File: src/core_bus_config.svh
`ifndef CORE_BUS_CONFIG_SVH
`define CORE_BUS_CONFIG_SVH

// ram depth in words, low address bits index it
`define CORE_RAM_WORDS 1024

// random transactions per port
`define CORE_TEST_OPS 400

`endif

File: src/core_bus_pkg.sv
`default_nettype none

package core_bus_pkg;

	typedef logic [31:0] word;
	typedef logic [29:0] ptr; // word address, byte address is {ptr, 2'b00}
	typedef logic [3:0] be_t;

	typedef struct packed {
		ptr addr;
		logic write;
		logic ex_lock; // load-locked / store-conditional
		word data_wr;
		be_t be;
	} core_req_t;

	typedef struct packed {
		logic cyc;
		logic stb;
		logic we;
		ptr adr;
		word dat;
		be_t sel;
	} wb_m2s_t;

	typedef struct packed {
		logic ack;
		word dat;
	} wb_s2m_t;

	typedef enum logic {
		INSN,
		DATA
	} arb_master_e;

	typedef enum logic [1:0] {
		IDLE,
		WB_CYCLE,
		EX_REJECT
	} bridge_state_e;

endpackage

`default_nettype wire

File: src/core_wb_bridge.sv
`timescale 1ns/1ns
`default_nettype none

module core_wb_bridge (
	input  logic                    clk,
	input  logic                    rst_n,

	input  logic                    bus_start,
	input  core_bus_pkg::core_req_t bus_req,
	output logic                    bus_ready,
	output logic                    bus_ex_fail,
	output core_bus_pkg::word       bus_data_rd,

	output core_bus_pkg::wb_m2s_t   wb_out,
	input  core_bus_pkg::wb_s2m_t   wb_in
);

	core_bus_pkg::bridge_state_e state;
	core_bus_pkg::bridge_state_e next_state;
	core_bus_pkg::core_req_t req_q;
	core_bus_pkg::ptr res_addr;
	logic res_valid;
	logic accept;
	logic ex_write;
	logic ex_match;

	assign ex_write = bus_req.write && bus_req.ex_lock;
	assign ex_match = res_valid && res_addr == bus_req.addr;

	always_comb begin
		bus_ready = 1'b0;
		bus_ex_fail = 1'b0;
		case (state)
			core_bus_pkg::WB_CYCLE: bus_ready = wb_in.ack;
			core_bus_pkg::EX_REJECT: begin
				bus_ready = 1'b1;
				bus_ex_fail = 1'b1;
			end
			default: begin
				bus_ready = 1'b0;
			end
		endcase
	end

	assign bus_data_rd = wb_in.dat;

	// back-to-back start allowed in the ready cycle
	assign accept = bus_start && (state == core_bus_pkg::IDLE || bus_ready);

	always_comb begin
		next_state = state;
		if (accept)
			next_state = (ex_write && !ex_match) ? core_bus_pkg::EX_REJECT
				: core_bus_pkg::WB_CYCLE;
		else if (bus_ready)
			next_state = core_bus_pkg::IDLE;
	end

	always_comb begin
		wb_out.cyc = state == core_bus_pkg::WB_CYCLE;
		wb_out.stb = state == core_bus_pkg::WB_CYCLE;
		wb_out.we = req_q.write;
		wb_out.adr = req_q.addr;
		wb_out.dat = req_q.data_wr;
		wb_out.sel = req_q.be;
	end

	always_ff @(posedge clk or negedge rst_n) begin
		if (!rst_n) begin
			state <= core_bus_pkg::IDLE;
			res_valid <= 1'b0;
		end else begin
			state <= next_state;
			if (accept) begin
				if (bus_req.write)
					res_valid <= 1'b0; // any store drops the reservation
				else if (bus_req.ex_lock)
					res_valid <= 1'b1;
			end
		end
	end

	always_ff @(posedge clk) begin
		if (accept) begin
			req_q <= bus_req;
			if (!bus_req.write && bus_req.ex_lock)
				res_addr <= bus_req.addr;
		end
	end

endmodule

`default_nettype wire

File: config.mk
export PLATFORM = sky130hd
export DESIGN_NAME = core_wb_bridge
export DESIGN_NICKNAME = d
export VERILOG_FILES = /design/src/core_bus_config.svh /design/src/core_bus_pkg.sv /design/src/core_wb_bridge.sv
export SDC_FILE = /design/constraint.sdc
export NUM_CORES = 1
export LEC_CHECK = 0
export BUFFER_PORTS_ARGS = -buffer_cell sky130_fd_sc_hd__buf_2
export CORE_ASPECT_RATIO = 0.9
export CORE_UTILIZATION = 44
export DETAILED_ROUTE_END_ITERATION = 10
export GPL_TIMING_DRIVEN = 1
export PLACE_DENSITY_LB_ADDON = 0.1
export SLEW_MARGIN = 40
export SYNTH_ARGS = -nofsm -noshare
export SYNTH_HDL_FRONTEND = slang
export SYNTH_SLANG_ARGS = --single-unit
File: constraint.sdc
create_clock -name clk -period 5.9 [get_ports clk]
set_clock_uncertainty 0.15 [all_clocks]
set_input_delay 0.295 -clock clk [delete_from_list [all_inputs] [get_ports clk]]
set_output_delay 0.295 -clock clk [all_outputs]
set_load 0.02 [all_outputs]
==> results of run 1 <==
-- area by class of cell --
type	count	area share, %
clock buffers	12	2.632
multi-input cells	55	8.869
well taps	99	2.412
repair buffers	207	26.66
inverters	3	0.2193
clock inverters	4	1.023
flip-flops and latches	100	58.19
-- how the worst max path moves through the flow --
stage | from | to | slack [ns] | depth (start not counted)
4_1_cts | state[1] | res_addr[19] | 3.38 | 9
2_1_floorplan | state[1] | res_addr[0] | 1.10 | 8
5_1_grt | state[1] | res_addr[3] | 3.22 | 9
3_5_place_dp | state[1] | res_addr[25] | 3.40 | 9
6_report | state[1] | res_addr[19] | 3.42 | 9
3_3_place_gp | state[1] | res_addr[7] | 3.08 | 9
-- registers in the layout, summed over array words and instances, names as in the netlist --
name and flops:
res_addr 30, res_valid 1, wb_out 67, state 2
-- placed cells by master, fill, tap and decap left out --
cell type,instances
nor3_1,1
or4_1,1
bufinv_16,1
nor4_1,3
o21a_4,1
nor2_1,1
dlygate4sd3_1,63
clkinvlp_4,3
xor2_1,15
clkbuf_8,9
ha_1,3
nor2_2,1
nand2_1,2
o21bai_1,1
dfrtp_1,3
inv_1,2
xnor2_1,15
a21oi_1,4
inv_2,1
buf_4,1
nand2b_1,1
buf_12,1
o2111a_1,1
nand4_1,4
clkbuf_1,3
buf_2,142
edfxtp_1,97
nand4_4,1
-- kinds of logic (layout without fill, tap and decap cells) --
kind of cell | after synthesis | after routing
DFF | 100 | 100
buffers and inverters | 36 | 226
xor gates and xnor gates | 30 | 30
and+or+nand+nor | 15 | 15
AOI/OAI and AO/OA | 7 | 7
adders and majority gates | 3 | 3
-- stage by stage --
step	total power [mW]	hold slack [ns]	setup WS [ns]	std cells	cell area [um^2]
global route	2.059	0.002239	3.219	480	5135
CTS	1.989	0.0001255	3.377	476	5095
detailed placement	1.541	-0.04730	3.398	401	4317
global placement	1.522	-0.05194	3.081	400	4297
floorplan	1.372	-0.1506	1.096	191	3692
finish	1.964	0.02253	3.419	480	5135
-- worst max-delay path, cell delays in order, from the launching register on --
cell      delay [ns]
dfrtp_1         0.40
inv_1           0.08
ha_1            0.18
a21oi_1         0.07
nand2b_1        0.18
inv_2           0.08
o21a_4          0.41
nand2_1         0.12
nor2_2          0.09
buf_4           0.36
-- per-layer routing --
| layer | global-route usage (%) | vias to the layer above | part of all wire (%) |
|---|---|---|---|
| met5 | 0 | - | 0 |
| met4 | 12.21 | 0 | 4.9 |
| met3 | 6.255 | 39 | 7.8 |
| met2 | 30.35 | 87 | 49 |
| met1 | 20.23 | 1056 | 38 |
| li1 | - | 1041 | - |
-- power by group --
| part | leakage (nW) | internal [mW] | switching [mW] |
|---|---|---|---|
| Sequential | 0.936 | 0.974 | 0.0415 |
| Combinational | 1.01 | 0.177 | 0.357 |
| Clock | 0.0828 | 0.197 | 0.218 |
-- timing repair --
item | CTS | global route
endpoints found under the hold margin | 79 | 5
gates resized for setup | 0 | 0
hold buffers | 59 | 4
==> metrics.md, run 1 <==
| Metric | Value |
|---|---|
| Hold path start | `bus_req[40]` |
| Final worst path period share | `a little over two fifths` |
| Area share of xor/xnor cells in the synthesized design | `under 10%` |
| Endpoints failing setup | `0` |
| Ys Warns | `0` |
| Top_reg_cell synth | `edfxtp_1` |
| Post-DP HPWL | `5.202 mm` |
| Core Region | `8107 um^2` |
| Remaining DRCs | `0` |
| Avg WL per Cell | `16.67 um` |
| Clk buf depth | `2` |
| Class of the worst hold path | `primary input to register` |
| Routability cong. | `between 0.7 and 0.8` |
| IO Count | `approximately 210` |
| Pins Over Slew Limit | `0` |
| Register area | `2988 um^2` |
| CP Launch Type | `register` |
| Compound-Gate Fraction of Synth Area | `1.254%` |
| Area delta synth->final | `39.07%` |
| Critical Path End Type | `register` |
| Worst slew margin | `approximately 57%` |
| Status | `complete, no violations` |
| DRT iter0 DRCs | `49` |
| CTS H-tree depth | `3` |
| Setup TNS | `0 ns` |
| TritonRoute pass-1 iters | `4` |
| Max Clock Freq | `403.0 MHz` |
| Synth Register Bits | `100` |
| Max-Cap Viols | `0` |
| Mux contribution to synthesized area | `0%` |
| Measured slew at the worst slew-check pin | `0.6318 ns` |
| Largest cells by area after synthesis | `edfxtp_1 (79%), buf_4 (6.7%), xnor2_1 (3.6%)` |
| Synth area leader | `edfxtp_1` |
| Number of fill cells | `between 600 and 700` |
| Worst Hold Path Cells | `1` |
| Post-synthesis sequential area ratio | `80.92%` |
| Lkg Pwr | `2.031 nW` |
| Avg Cell Area, Syn | `roughly 19 um^2` |
| Die X-Extent | `about 100 um` |
| Post-synthesis instance area | `3692 um^2` |
| FF-to-FF End | `res_addr[19]` |
| Crit Path Max Fanout | `32` |
| Worst Path Required | `around 5.8 ns` |
| FF-to-FF Start | `state[1]` |
| Post-Syn Nets | `roughly 300` |
| FF-to-FF setup slack | `3.42 ns` |
| Chip height | `88.91 um` |
| EDFF count, synth | `97` |
| GRT Util Overall | `18.17%` |
| Synth Area in Simple Gates | `2.677%` |
| Root Buffer | `clkbuf_8` |
| Cells after Synth | `191` |
| FP Rows | `31` |
| Largest net degree at the start of global routing | `43` |
| Vias in the first global route | `2201` |
| Reg2reg path depth | `9` |
| Worst-path clk slew | `0.09 ns` |
| Worst Hold End | `wb_out[38]` |
| CTS sink count | `100` |
| Area of the multi-input gates | `~460 um^2` |
| Clk_lat worst skew | `0.35 ns` |
| Setup repair bufs after CTS | `0` |
| Adder-cell share of the synthesized area | `slightly above 1%` |
| Post-synth ARST share | `around 3%` |
| Nets | `between 400 and 500` |
| CTS Buf Count | `9` |
| Diode count | `0` |
| Vias per cell | `4.631` |
| Initial antenna violation count | `0` |
| Die area | `8762 um^2` |
| Top-count cell post-synth | `edfxtp_1` |
| First-pass GRT wire length | `around 11 mm` |
| Share of layout cells above drive strength 1 | `42.26%` |
| Arrival @ worst endpoint | `approximately 2.3 ns` |
| TritonCTS clock tree | `done` |
| Commonest cells in the synthesized netlist | `edfxtp_1 (97), buf_4 (33), xnor2_1 (15), xor2_1 (15)` |
| Post-route ant nets | `0` |
| Final core utilization | `63.34%` |
| Synth cell types | `20` |
| Final WL | `roughly 8 mm` |
| Pwr Density | `382.4 nW/um^2` |
| CP Class | `register to register` |
| Fin. Hold Viols | `0` |
| Clock period minus worst slack | `2.481 ns` |
| Synth top area share | `78.89%` |
| Unrepaired setup endpoints after global routing | `false` |
| Worst IR Drop VDD | `0.1688 mV` |
| Detailed-route via count | `2223` |
| Initial Util | `45.55%` |
| Remaining Overflow, GRT | `0` |
| Largest family of logic cells by synthesized area | `XOR/XNOR gates` |
| IO buf count | `~140` |
Note: power is estimated with default switching activity, not from simulation.
==> inputs of run 2 (changes only) <==
--- a/config.mk
+++ b/config.mk
@@ -5,9 +5,10 @@
 export SDC_FILE = /design/constraint.sdc
 export NUM_CORES = 1
 export LEC_CHECK = 0
+export ABC_AREA = 1
 export BUFFER_PORTS_ARGS = -buffer_cell sky130_fd_sc_hd__buf_2
 export CORE_ASPECT_RATIO = 0.9
-export CORE_UTILIZATION = 44
+export CORE_UTILIZATION = 45
 export DETAILED_ROUTE_END_ITERATION = 10
 export GPL_TIMING_DRIVEN = 1
 export PLACE_DENSITY_LB_ADDON = 0.1
==> constraint.sdc (replaced) <==
create_clock -name clk -period 2.5 [get_ports clk]
set_clock_uncertainty 0.15 [all_clocks]
set_input_delay 0.125 -clock clk [delete_from_list [all_inputs] [get_ports clk]]
set_output_delay 0.125 -clock clk [all_outputs]
set_load 0.02 [all_outputs]
==> metrics.md, run 2 <==
| Metric | Value |
|---|---|
| Status | `complete, no violations` |
| Critical Path End Type | `register` |
| CTS sink count | `100 (unchanged)` |
| Final WL | `7.363 mm (-8.0%)` |
| Vias per cell | `4.204 (-9.2%)` |
| Post-synth ARST share | `3.000% (unchanged)` |
| Top_reg_cell synth | `edfxtp_1` |
| CTS H-tree depth | `3 (unchanged)` |
| Post-DP HPWL | `4.975 mm (-4.4%)` |
| Detailed-route via count | `2695 (+21%)` |
| Die area | `9271 um^2 (+5.8%)` |
| Lkg Pwr | `2.553 nW (+26%)` |
| FP Rows | `32 (+3.2%)` |
| Largest cells by area after synthesis | `edfxtp_1 (73%), nand2_1 (8.4%), buf_4 (6.2%)` |
| Synth cell types | `14 (-30%)` |
| Root Buffer | `clkbuf_8` |
| Avg WL per Cell | `11.49 um (-31%)` |
| Core Region | `8608 um^2 (+6.2%)` |
| Share of layout cells above drive strength 1 | `32.57% (-9.7 points)` |
| Initial antenna violation count | `0 (unchanged)` |
| Worst-path clk slew | `0.09 ns (about the same)` |
| Pwr Density | `852.9 nW/um^2 (+120%)` |
| Measured slew at the worst slew-check pin | `0.6225 ns (-0.009251 ns)` |
| Avg Cell Area, Syn | `12.35 um^2 (-36%)` |
| Initial Util | `46.47% (+0.92 points)` |
| Slowest cell on crit path | `dlygate4sd3_1` |
| Critical-path cell list | `inv_2 -> ha_1 -> nand2_2 -> inv_4 -> o21ai_4 -> clkinvlp_4 -> nand2_2 -> a21oi_1 -> dlygate4sd3_1` |
| Clk buf depth | `2 (unchanged)` |
| CP Launch Type | `register` |
| Cells after Synth | `324 (+70%)` |
| Final core utilization | `65.38% (+2.0 points)` |
| Commonest cells in the synthesized netlist | `edfxtp_1 (97), nand2_1 (90), inv_1 (59)` |
| Clk_lat worst skew | `0.35 ns (about the same)` |
| Worst IR Drop VDD | `0.7447 mV (+340%)` |
| Max-Cap Viols | `0 (unchanged)` |
| Remaining DRCs | `0 (unchanged)` |
| Synth Register Bits | `100 (unchanged)` |
| Most Frequent Cell on Critical Path | `nand2_2` |
| Worst slew margin | `58.50% (+1.0 points)` |
| Nets | `625 (+29%)` |
| Largest net degree at the start of global routing | `69 (+60%)` |
| Max Clock Freq | `439.6 MHz (+9.1%)` |
| Number of fill cells | `666 (+8.3%)` |
| Endpoints failing setup | `0 (unchanged)` |
| Area delta synth->final | `40.69%` |
| Post-synthesis sequential area ratio | `74.70% (-6.2 points)` |
| Max reg flops | `67 (unchanged)` |
| Post-Syn Nets | `431 (+45%)` |
| TritonCTS clock tree | `done` |
| Most common cell after layout, fill and taps aside | `buf_2` |
| TritonRoute pass-1 iters | `4 (unchanged)` |
| Die X-Extent | `101.4 um (+2.9%)` |
| First-pass GRT wire length | `11.83 mm (+3.0%)` |
| Vias in the first global route | `2582 (+17%)` |
| CTS Buf Count | `9 (unchanged)` |
| Diode count | `0 (unchanged)` |
| Routability cong. | `0.7110 (-2.2%)` |
| Register area | `2988 um^2 (unchanged)` |
| Arrival @ worst endpoint | `2.37 ns (+0.03 ns)` |
| Fin. Hold Viols | `0 (unchanged)` |
| Ys Warns | `0 (unchanged)` |
| Area of the multi-input gates | `588.1 um^2 (+29%)` |
| Post-synthesis instance area | `4000 um^2 (+8.3%)` |
| Pins Over Slew Limit | `0 (unchanged)` |
| Worst Path Required | `2.59 ns (-3.17 ns)` |
| Post-route ant nets | `0 (unchanged)` |
| Slowest stage delay, CP | `0.55 ns (+0.14 ns)` |
| Synth top area share | `72.82% (-6.1 points)` |
| # resized after CTS | `0 (unchanged)` |
| Remaining Overflow, GRT | `0 (unchanged)` |
| Final worst path period share | `90.99% (+49 points)` |
| Class of the worst hold path | `primary input to register` |
| EDFF count, synth | `97 (unchanged)` |
| IO Count | `207 (unchanged)` |
| Top-count cell post-synth | `edfxtp_1` |
| GRT Util Overall | `17.03% (-1.1 points)` |
| Clock period minus worst slack | `2.275 ns (-0.2068 ns)` |
| IO buf count | `142 (unchanged)` |
| Fin Hold WS | `0.06634 ns (+0.04381 ns)` |
| CP Class | `register to register` |
| Crit Path Max Fanout | `3 (-91%)` |
| DRT iter0 DRCs | `111 (+130%)` |
| Setup TNS | `0 ns (unchanged)` |
| Most frequent cells in the layout | `buf_2 (142), edfxtp_1 (97), nand2_1 (88), dlygate4sd3_1 (72), inv_1 (54)` |
| Unrepaired setup endpoints after global routing | `false` |
| Synth area leader | `edfxtp_1` |
| Chip height | `91.45 um (+2.9%)` |
## run 2: changes by cell type after synthesis, sizes merged, moves of 2 or more
| cell | before | now |
|---|---|---|
| nand4 | 5 | 0 |
| nand2 | 2 | 90 |
| inv | 3 | 59 |
| a21oi | 4 | 2 |
| nor2 | 2 | 30 |
| xnor2 | 15 | 1 |
| nand3 | 0 | 2 |
| xor2 | 15 | 0 |
| nor4 | 3 | 0 |
| o21ai | 0 | 4 |
## run 2: kinds of logic (layout without fill, tap and decap cells)
family          Yosys count  after routing  share of synthesized area (%)
buf+inv                  92            290                          11.73
compound gates            6              6                         0.8445
flops                   100            100                          74.69
fa+ha+maj                 3              3                         0.9385
simple gates            122            122                          11.57
xor+xnor                  1              1                         0.2190
## run 2: layout make-up
type	instances	share of cell area (%)
Multi-Input combinational cell	132	10.45
Tap cell	119	2.646
Sequential cell	100	53.09
Timing Repair Buffer	216	26.12
Inverter	59	4.046
Clock buffer	10	2.268
Clock inverter	5	1.378
## run 2: layer usage
| metal | global-route usage (%) | up-vias | wire, um |
|---|---|---|---|
| met1 | 18.64 | 1208 | 3054 |
| met2 | 29.82 | 84 | 3764 |
| met3 | 5.543 | 21 | 383 |
| li1 | - | 1382 | - |
| met5 | 0 | - | 0 |
| met4 | 7.488 | 0 | 162 |
## run 2: power by group
group / leakage [nW] / total (mW) / internal, mW / switching (mW)
combinational: 1.52 / 1.34 / 0.448 / 0.887
sequential: 0.936 / 2.40 / 2.30 / 0.0993
clock: 0.102 / 1.07 / 0.555 / 0.510
total: 2.55 / 4.80 / 3.30 / 1.50
## run 2: final timing paths
path / slack, ns / cells after the start / startpoint / endpoint
hold / removal: 0.07 / 6 / wb_in[32] / state[1]
min in group asynchronous: 0.49 / 3 / rst_n / state[0]
setup reg to reg: 0.23 / 9 / state[0] / res_valid
setup / recovery: 0.23 / 9 / state[0] / res_valid
max in group asynchronous: 1.57 / 3 / rst_n / res_valid
hold reg to reg: 0.47 / 2 / state[1] / state[1]
## run 2: through the flow
step / setup slack [ns] / total power, mW / cell area [um^2] / cells
after floorplan: -0.4404 / 3.319 / 4051 / 324
after global placement: 0.1445 / 3.649 / 4671 / 553
after detailed placement: 0.1435 / 3.691 / 4698 / 554
after CTS: 0.1283 / 4.866 / 5624 / 641
after global routing: 0.08958 / 5.057 / 5628 / 641
final: 0.2253 / 4.800 / 5628 / 641
## run 2: timing repair
action / 4_1_cts / 5_1_grt
hold buffers: 72 / 0
endpoints found under the hold margin: 103 / 0
setup buffers: 0 / 0
## run 2: critical path: cells and delay by family (launching register included)
| family | cells | cell delay [ns] |
|---|---|---|
| AO/OA/AOI/OAI | 2 | 0.23 |
| adder cells (fa/ha/maj) | 1 | 0.31 |
| buffers and inverters | 4 | 0.81 |
| flip-flops | 1 | 0.44 |
| AND/OR/NAND/NOR | 2 | 0.22 |
