$ cat config.mk
export PLATFORM = sky130hd
export DESIGN_NAME = core_mmu_arbiter
export DESIGN_NICKNAME = d
export VERILOG_FILES = /design/src/core_bus_config.svh /design/src/core_bus_pkg.sv /design/src/core_mmu_arbiter.sv
export SDC_FILE = /design/constraint.sdc
export NUM_CORES = 1
export LEC_CHECK = 0
export BUFFER_PORTS_ARGS = -buffer_cell sky130_fd_sc_hd__buf_2
export CAP_MARGIN = 10
export CORE_MARGIN = 2
export CORE_UTILIZATION = 30
export CTS_CLUSTER_SIZE = 25
export DETAILED_ROUTE_END_ITERATION = 6
export PLACE_DENSITY = 0.55
export SLEW_MARGIN = 20
export SYNTH_ARGS = -nofsm -noshare
export SYNTH_HDL_FRONTEND = slang
export SYNTH_SLANG_ARGS = --single-unit
$ cat constraint.sdc
create_clock -name clk -period 7.6 [get_ports clk]
set_input_delay 0.76 -clock clk [delete_from_list [all_inputs] [get_ports clk]]
set_output_delay 0.76 -clock clk [all_outputs]
set_load 0.01 [all_outputs]
$ cat src/core_bus_config.svh
`ifndef CORE_BUS_CONFIG_SVH
`define CORE_BUS_CONFIG_SVH

// ram depth in words, low address bits index it
`define CORE_RAM_WORDS 1024

// random transactions per port
`define CORE_TEST_OPS 400

`endif

$ cat src/core_bus_pkg.sv
`default_nettype none

package core_bus_pkg;

	typedef logic [31:0] word;
	typedef logic [29:0] ptr; // word address, byte address is {ptr, 2'b00}
	typedef logic [3:0] be_t;

	typedef struct packed {
		ptr addr;
		logic write;
		logic ex_lock; // load-locked / store-conditional
		word data_wr;
		be_t be;
	} core_req_t;

	typedef struct packed {
		logic cyc;
		logic stb;
		logic we;
		ptr adr;
		word dat;
		be_t sel;
	} wb_m2s_t;

	typedef struct packed {
		logic ack;
		word dat;
	} wb_s2m_t;

	typedef enum logic {
		INSN,
		DATA
	} arb_master_e;

	typedef enum logic [1:0] {
		IDLE,
		WB_CYCLE,
		EX_REJECT
	} bridge_state_e;

endpackage

`default_nettype wire

$ cat src/core_mmu_arbiter.sv
`timescale 1ns/1ns
`default_nettype none

module core_mmu_arbiter (
	input  logic                    clk,
	input  logic                    rst_n,

	input  logic                    insn_start,
	input  core_bus_pkg::ptr        insn_addr,
	input  logic                    data_start,
	input  core_bus_pkg::core_req_t data_req,

	input  logic                    bus_ready,
	input  logic                    bus_ex_fail,
	input  core_bus_pkg::word       bus_data_rd,

	output logic                    bus_start,
	output core_bus_pkg::core_req_t bus_req,

	output logic                    insn_ready,
	output logic                    data_ready,
	output logic                    data_ex_fail,
	output core_bus_pkg::word       insn_data_rd,
	output core_bus_pkg::word       data_data_rd
);

	core_bus_pkg::arb_master_e master;
	core_bus_pkg::arb_master_e next_master;
	core_bus_pkg::core_req_t insn_req;
	core_bus_pkg::core_req_t hold_req;
	logic active;
	logic hold_start;
	logic hold_issue;
	logic hold_free;
	logic transition;

	// fetches are plain full-word reads
	always_comb begin
		insn_req = '0;
		insn_req.addr = insn_addr;
		insn_req.be = '1;
	end

	// ownership only moves when the bus is idle or finishing
	always_comb begin
		next_master = master;
		if (bus_ready || !active) begin
			if (master == core_bus_pkg::DATA)
				next_master = data_start ? core_bus_pkg::DATA : core_bus_pkg::INSN;
			else if (data_start || hold_start)
				next_master = core_bus_pkg::DATA; // data wins a tie
		end
	end

	assign transition = master != next_master;
	assign hold_issue = transition && hold_start; // held request belongs to the new owner
	assign hold_free = transition || !hold_start;

	always_comb begin
		if (next_master == core_bus_pkg::DATA) begin
			bus_req = data_req;
			bus_start = data_start;
		end else begin
			bus_req = insn_req;
			bus_start = insn_start;
		end

		if (hold_issue) begin
			bus_req = hold_req;
			bus_start = 1'b1;
		end
	end

	assign insn_ready = bus_ready && master == core_bus_pkg::INSN;
	assign data_ready = bus_ready && master == core_bus_pkg::DATA;
	assign data_ex_fail = data_ready && bus_ex_fail;

	// one shared read path
	assign insn_data_rd = bus_data_rd;
	assign data_data_rd = bus_data_rd;

	always_ff @(posedge clk or negedge rst_n) begin
		if (!rst_n) begin
			master <= core_bus_pkg::INSN;
			active <= 1'b0;
			hold_start <= 1'b0;
		end else begin
			master <= next_master;
			active <= bus_start || (active && !bus_ready);

			// capture whichever side is not steered onto the bus
			if (hold_free)
				hold_start <= (next_master == core_bus_pkg::DATA) ? insn_start : data_start;
		end
	end

	always_ff @(posedge clk) begin
		if (hold_free)
			hold_req <= (next_master == core_bus_pkg::DATA) ? insn_req : data_req;
	end

endmodule

`default_nettype wire

==> impl_metrics.xml, run 1 <==
<?xml version="1.0" encoding="UTF-8"?>
<metrics>
  <group name="status">
    <metric name="outcome" unit="">finished clean</metric>
  </group>
  <group name="die">
    <metric name="die_h" unit="µm">135</metric>
    <metric name="floorplan.die_area" unit="mm²">0.0183</metric>
    <metric name="io-pin-count" unit="">272</metric>
    <metric name="standard_cell_rows" unit="">47</metric>
    <metric name="start_util" unit="">0.309</metric>
    <metric name="floorplan.core_area" unit="mm²">0.0167</metric>
    <metric name="die_w" unit="µm">135</metric>
  </group>
  <group name="sta">
    <metric name="finalHoldViolations" unit="">0</metric>
    <metric name="hold_slack" unit="ns">0.215</metric>
    <metric name="max-slew-margin-rel" unit="">0.362</metric>
    <metric name="finalCritPeriodShare" unit="">0.499</metric>
    <metric name="finalMaxSlewViolations" unit="">0</metric>
    <metric name="maximum_clock_skew_at_final_layout" unit="ns">0.00824</metric>
    <metric name="worstMarginPinSlew" unit="ns">0.957</metric>
    <metric name="final-setup-viol-count" unit="">0</metric>
    <metric name="fmaxAchievable" unit="GHz">0.264</metric>
    <metric name="rsz0062_at_grt" unit="">no</metric>
    <metric name="final.min_clock_period" unit="ns">3.79</metric>
    <metric name="layout_setup_ws" unit="ns">3.81</metric>
    <metric name="setup_tns" unit="ns">0</metric>
  </group>
  <group name="global_route">
    <metric name="grt_antenna_before_repair" unit="">1</metric>
    <metric name="grt.total_usage" unit="">0.150</metric>
    <metric name="pin_count_of_the_biggest_net_entering_global_routing" unit="">77</metric>
    <metric name="globalRoute.totalOverflow" unit="">0</metric>
    <metric name="via_count_of_the_first_global_routing_pass" unit="">4230</metric>
    <metric name="grt_pass1_wl" unit="µm">21700</metric>
  </group>
  <group name="place">
    <metric name="dpl_cell_area" unit="mm²">0.00569</metric>
    <metric name="gpl.final_weighted_congestion" unit="">0.759</metric>
    <metric name="hpwl" unit="µm">9340</metric>
    <metric name="port_buffers" unit="">175</metric>
    <metric name="pre_cts_slack" unit="ns">4.11</metric>
  </group>
  <group name="yosys">
    <metric name="post_synth.cell_area_avg" unit="µm²">9.13</metric>
    <metric name="synth_xor_area_frac" unit="">0</metric>
    <metric name="synth_compound_gate_area_share" unit="">0.111</metric>
    <metric name="netlist-cell-type-count" unit="">27</metric>
    <metric name="ys_warn_count" unit="">0</metric>
    <metric name="synth_top_family_by_area" unit="">simple AND/OR/NAND/NOR gates</metric>
    <metric name="instance_count_of_the_mapped_netlist" unit="">565</metric>
    <metric name="yosys.area_share.adder" unit="">0</metric>
    <metric name="synth.net_count" unit="">701</metric>
    <metric name="post_synth_mux_area_share" unit="">0.131</metric>
    <metric name="post_synth_instance_area" unit="mm²">0.00516</metric>
    <metric name="synth.yosys.seq_area_share" unit="">0.410</metric>
    <metric name="post_synth_and_or_nand_nor_area_fraction" unit="">0.209</metric>
    <metric name="ys_seq_elements" unit="">71</metric>
  </group>
  <group name="cts">
    <metric name="worst_skew_pair.late_latency" unit="ns">0.34</metric>
    <metric name="tritoncts" unit="">done</metric>
    <metric name="cts.repair_timing.setup_buffer_count" unit="">0</metric>
    <metric name="cts-hold-fix-buffers" unit="">0</metric>
    <metric name="quantity_of_gates_resized_following_cts" unit="">0</metric>
    <metric name="cts_max_path_buffers" unit="">2</metric>
    <metric name="clkSinkCount" unit="">71</metric>
    <metric name="cts_root_buf" unit="">clkbuf_16</metric>
    <metric name="cts-htree-levels" unit="">3</metric>
    <metric name="clk_pin_slew_worst_paths" unit="ns">0.06</metric>
    <metric name="cts_inserted_buffers" unit="">9</metric>
  </group>
  <group name="final_layout">
    <metric name="finish.instance_area" unit="mm²">0.00597</metric>
    <metric name="finalNetCount" unit="">782</metric>
    <metric name="final_cell_mix" unit="">175 x buf_2, 71 x nand2_1, 68 x edfxtp_1</metric>
    <metric name="layout.cells.most_common" unit="">buf_2</metric>
    <metric name="area_growth_syn_to_layout" unit="%">15.7</metric>
    <metric name="post_route_cells_drive_above_1_share" unit="">0.354</metric>
  </group>
  <group name="setup_path">
    <metric name="cp_data_required_time" unit="ns">6.84</metric>
    <metric name="timing.critical_path.to_type" unit="">primary output</metric>
    <metric name="startpoint_type" unit="">register</metric>
    <metric name="path_max_fanout" unit="">76</metric>
    <metric name="worst_setup_path_type" unit="">register to primary output</metric>
    <metric name="worst_ep_arrival_time" unit="ns">3.03</metric>
  </group>
  <group name="route">
    <metric name="first_iter_violations" unit="">154</metric>
    <metric name="drt_wl_total" unit="µm">13800</metric>
    <metric name="avgViaCountPerCell" unit="">4.97</metric>
    <metric name="drt-wirelength-per-cell" unit="µm">15.9</metric>
    <metric name="total_via_count_after_detailed_routing" unit="">4330</metric>
    <metric name="post-route-drc-count" unit="">0</metric>
    <metric name="detail-route-antenna-nets" unit="">0</metric>
    <metric name="drt_first_pass_iters" unit="">5</metric>
  </group>
  <group name="power_and_ir_drop">
    <metric name="vdd_drop_max" unit="mV">0.0916</metric>
    <metric name="power-per-cell-area" unit="mW/mm²">235</metric>
    <metric name="power.leakage" unit="nW">2.45</metric>
  </group>
  <group name="flow_run">
    <metric name="maxCapViolations" unit="">0</metric>
  </group>
  <group name="min_path">
    <metric name="class_of_the_tightest_hold_or_removal_check" unit="">primary input to async pin</metric>
  </group>
</metrics>
-- power breakdown --
part | switching [mW] | internal [mW] | leakage [nW] | total (mW)
clock | 0.155 | 0.249 | 0.133 | 0.404
sequential | 0.0324 | 0.521 | 0.733 | 0.554
combinational | 0.262 | 0.184 | 1.59 | 0.445
-- cells by family after synthesis --
group,count (synthesis)
buffers and inverters,113
muxes,60
and+or+nand+nor,217
DFF,71
AOI/OAI and AO/OA,104
-- cell usage after synthesis --
cell type	instances	share of area
o21a_1	2	0.0029
nand3b_1	30	0.044
a21oi_1	35	0.034
a211oi_1	1	0.0015
and2_1	35	0.042
dfrtp_1	3	0.015
buf_2	13	0.013
buf_6	4	0.0087
buf_1	2	0.0015
a31oi_1	30	0.036
nand2b_1	5	0.0061
a21oi_2	1	0.0017
and3_1	2	0.0024
o32a_1	1	0.0019
o21ai_1	34	0.033
or4_1	1	0.0015
clkbuf_1	28	0.020
nand3_1	31	0.030
buf_4	64	0.093
inv_1	1	0.00073
inv_2	1	0.00073
mux2_1	32	0.070
nor2b_1	2	0.0024
nor2_1	39	0.028
nand2_1	72	0.052
mux2_2	28	0.061
edfxtp_1	68	0.40
-- flip-flops by register name (all words and copies together) (netlist names) --
signal	cells
hold_req	68
hold_start	1
master	1
active	1
-- path summary, 6_finish.rpt --
check | endpoint | slack, ns | depth (start not counted) | from
max | bus_req[15] | 3.81 | 6 | master
min | master | 0.22 | 1 | rst_n
max reg2reg | hold_req[39] | 4.54 | 5 | master
min reg2reg | active | 0.76 | 1 | hold_start
max in group asynchronous | master | 7.26 | 1 | rst_n
min in group clk | active | 0.70 | 2 | insn_start
-- area by class of cell --
type | instances | area (µm²)
inverter | 2 | 7.51
clock buffer | 10 | 229
tap | 220 | 275
multi-input combinational | 381 | 2360
clock inverter | 5 | 50.0
antenna | 1 | 2.50
sequential | 71 | 2120
fill | 1752 | 10700
timing repair buffer | 181 | 921
-- metal layers --
metal,global-route usage,share of wire,up-vias
met3,0.0405,0.084,34
met4,0.0654,0.023,0
met2,0.245,0.47,170
met1,0.187,0.42,2033
met5,0,0,-
li1,-,-,2093
-- worst max-delay path, cell delays in order (launching register included) --
cell and delay, ns:
dfrtp_2 0.92, inv_1 0.18, a21oi_4 0.18, o21a_4 0.62, buf_4 0.50, o21ai_1 0.12
buf_2 0.15
-- per-stage QoR --
stage | util | cells | power (mW)
after global placement | 0.340 | 855 | 1.00
after global routing | 0.357 | 870 | 1.49
after CTS | 0.357 | 870 | 1.43
after floorplan | - | 565 | 0.878
after detailed placement | 0.340 | 855 | 1.01
final | 0.357 | 871 | 1.40
Power figures use the tool's default switching activity.
==> run 2, diff against run 1 <==
==> constraint.sdc (replaced) <==
create_clock -name clk -period 3.5 [get_ports clk]
set_input_delay 0.35 -clock clk [delete_from_list [all_inputs] [get_ports clk]]
set_output_delay 0.35 -clock clk [all_outputs]
set_load 0.01 [all_outputs]
==> impl_metrics.xml, run 2 (same netlist as run 1, synthesis figures left out) <==
<?xml version="1.0" encoding="UTF-8"?>
<metrics>
  <group name="status">
    <metric name="outcome" unit="">finished clean</metric>
  </group>
  <group name="sta">
    <metric name="hold_slack" unit="ns">0.286</metric>
    <metric name="final.min_clock_period" unit="ns">2.67</metric>
    <metric name="finalMaxSlewViolations" unit="">0</metric>
    <metric name="finalHoldViolations" unit="">0</metric>
    <metric name="final-setup-viol-count" unit="">0</metric>
    <metric name="finalCritPeriodShare" unit="">0.763</metric>
    <metric name="worstMarginPinSlew" unit="ns">0.933</metric>
    <metric name="max-slew-margin-rel" unit="">0.378</metric>
    <metric name="maximum_clock_skew_at_final_layout" unit="ns">0.00363</metric>
    <metric name="setup_tns" unit="ns">0</metric>
    <metric name="fmaxAchievable" unit="GHz">0.375</metric>
    <metric name="rsz0062_at_grt" unit="">no</metric>
  </group>
  <group name="min_path">
    <metric name="hold_depth" unit="">2</metric>
    <metric name="class_of_the_tightest_hold_or_removal_check" unit="">primary input to register</metric>
  </group>
  <group name="setup_path">
    <metric name="timing.reg2reg.worst_path_depth" unit="">4</metric>
    <metric name="worst_setup_path_type" unit="">register to primary output</metric>
    <metric name="cp_data_required_time" unit="ns">3.15</metric>
    <metric name="timing.critical_path.to_type" unit="">primary output</metric>
    <metric name="worst_ep_arrival_time" unit="ns">2.32</metric>
    <metric name="startpoint_type" unit="">register</metric>
    <metric name="path_max_fanout" unit="">41</metric>
  </group>
  <group name="cts">
    <metric name="cts_inserted_buffers" unit="">9</metric>
    <metric name="cts_max_path_buffers" unit="">2</metric>
    <metric name="clkSinkCount" unit="">71</metric>
    <metric name="tritoncts" unit="">done</metric>
    <metric name="cts_root_buf" unit="">clkbuf_16</metric>
    <metric name="worst_skew_pair.late_latency" unit="ns">0.33</metric>
    <metric name="cts.repair_timing.setup_buffer_count" unit="">0</metric>
    <metric name="clk_pin_slew_worst_paths" unit="ns">0.06</metric>
    <metric name="cts-htree-levels" unit="">3</metric>
  </group>
  <group name="power_and_ir_drop">
    <metric name="p_total" unit="mW">3.08</metric>
    <metric name="power.leakage" unit="nW">2.48</metric>
    <metric name="power-per-cell-area" unit="mW/mm²">510</metric>
    <metric name="vdd_drop_max" unit="mV">0.211</metric>
  </group>
  <group name="final_layout">
    <metric name="stdcell_count" unit="">877</metric>
    <metric name="layout.cells.most_common" unit="">buf_2</metric>
    <metric name="registers.top_by_ff_count" unit="">hold_req</metric>
    <metric name="finalNetCount" unit="">785</metric>
    <metric name="multiInputGateArea" unit="mm²">0.00236</metric>
    <metric name="ff_latch_area" unit="mm²">0.00212</metric>
    <metric name="finish.instance_area" unit="mm²">0.00603</metric>
    <metric name="largest_reg_flops" unit="">68</metric>
    <metric name="num-fill-cells" unit="">1737</metric>
    <metric name="area_growth_syn_to_layout" unit="%">16.9</metric>
    <metric name="final_cell_mix" unit="">175 x buf_2, 71 x nand2_1, 68 x edfxtp_1</metric>
    <metric name="post_route_cells_drive_above_1_share" unit="">0.356</metric>
  </group>
  <group name="die">
    <metric name="die_h" unit="µm">135</metric>
    <metric name="floorplan.core_area" unit="mm²">0.0167</metric>
    <metric name="start_util" unit="">0.309</metric>
    <metric name="standard_cell_rows" unit="">47</metric>
    <metric name="die_w" unit="µm">135</metric>
    <metric name="floorplan.die_area" unit="mm²">0.0183</metric>
    <metric name="io-pin-count" unit="">272</metric>
  </group>
  <group name="route">
    <metric name="total_via_count_after_detailed_routing" unit="">4356</metric>
    <metric name="detail-route-antenna-nets" unit="">0</metric>
    <metric name="post-route-drc-count" unit="">0</metric>
    <metric name="drt-wirelength-per-cell" unit="µm">15.2</metric>
    <metric name="drt_first_pass_iters" unit="">4</metric>
    <metric name="avgViaCountPerCell" unit="">4.97</metric>
    <metric name="drt_wl_total" unit="µm">13300</metric>
    <metric name="first_iter_violations" unit="">248</metric>
  </group>
  <group name="global_route">
    <metric name="groute.layer.met1.usage" unit="">0.175</metric>
    <metric name="grtUsageMet2" unit="">0.235</metric>
    <metric name="grt_antenna_before_repair" unit="">3</metric>
    <metric name="grt.met3_usage" unit="">0.0327</metric>
    <metric name="grt_most_used_layer" unit="">met2</metric>
    <metric name="pin_count_of_the_biggest_net_entering_global_routing" unit="">70</metric>
    <metric name="grt_pass1_wl" unit="µm">20800</metric>
    <metric name="globalRoute.totalOverflow" unit="">0</metric>
    <metric name="via_count_of_the_first_global_routing_pass" unit="">4199</metric>
    <metric name="grt.total_usage" unit="">0.143</metric>
  </group>
  <group name="place">
    <metric name="gpl.final_weighted_congestion" unit="">0.769</metric>
    <metric name="placedCellCount" unit="">857</metric>
    <metric name="hpwl" unit="µm">9170</metric>
    <metric name="port_buffers" unit="">175</metric>
    <metric name="dpl_cell_area" unit="mm²">0.00573</metric>
  </group>
  <group name="flow_run">
    <metric name="maxCapViolations" unit="">0</metric>
  </group>
</metrics>
==> run 2: changes by cell type in the layout (fill, tap and decap cells not counted) <==
cell	delta
inv_6	+1
diode_2	+2
clkbuf_1	-1
clkinv_1	+1
buf_12	+2
dlygate4sd3_1	+1
==> run 2: worst paths after layout <==
kind	from	end	slack, ns
max	hold_start	bus_req[65]	0.83
min	insn_start	active	0.29
max reg2reg	active	hold_req[24]	1.13
min reg2reg	master	hold_start	0.67
max in group asynchronous	rst_n	master	3.01
min in group asynchronous	rst_n	hold_start	0.37
==> run 2: what timing repair did <==
action,4_1_cts,5_1_grt
hold buffers,1,0
gates resized for setup,0,0
hold endpoints to repair,3,0
==> run 2: final cells by class <==
cell class | count | area share
multi-input cells | 381 | 0.392
flip-flops and latches | 71 | 0.351
repair buffers | 184 | 0.161
well taps | 220 | 0.0456
clock buffers | 9 | 0.0373
clock inverters | 7 | 0.0104
inverters | 2 | 0.00124
diodes | 3 | 0.00124
==> run 2: through the flow <==
stage	utilization	setup slack, ns
2_1_floorplan	-	0.654
3_3_place_gp	0.343	0.973
3_5_place_dp	0.343	0.909
4_1_cts	0.361	0.811
5_1_grt	0.361	0.688
6_report	0.361	0.830
==> run 2: power by group <==
| part | internal [mW] | switching [mW] |
|---|---|---|
| registers | 1.13 | 0.0486 |
| logic | 0.412 | 0.583 |
| clock network | 0.545 | 0.356 |
==> run 2: worst max-delay path, stage by stage (launching register included) <==
cell,delay (ns)
dfrtp_1,0.54
and3_2,0.70
buf_12,0.28
a21oi_1,0.08
a31oi_1,0.21
buf_2,0.16
==> run 2: layer usage <==
layer	vias to the layer above	routed length [µm]
met5	-	0
li1	2105	-
met2	176	6120
met3	39	1070
met1	2036	5790
met4	0	328
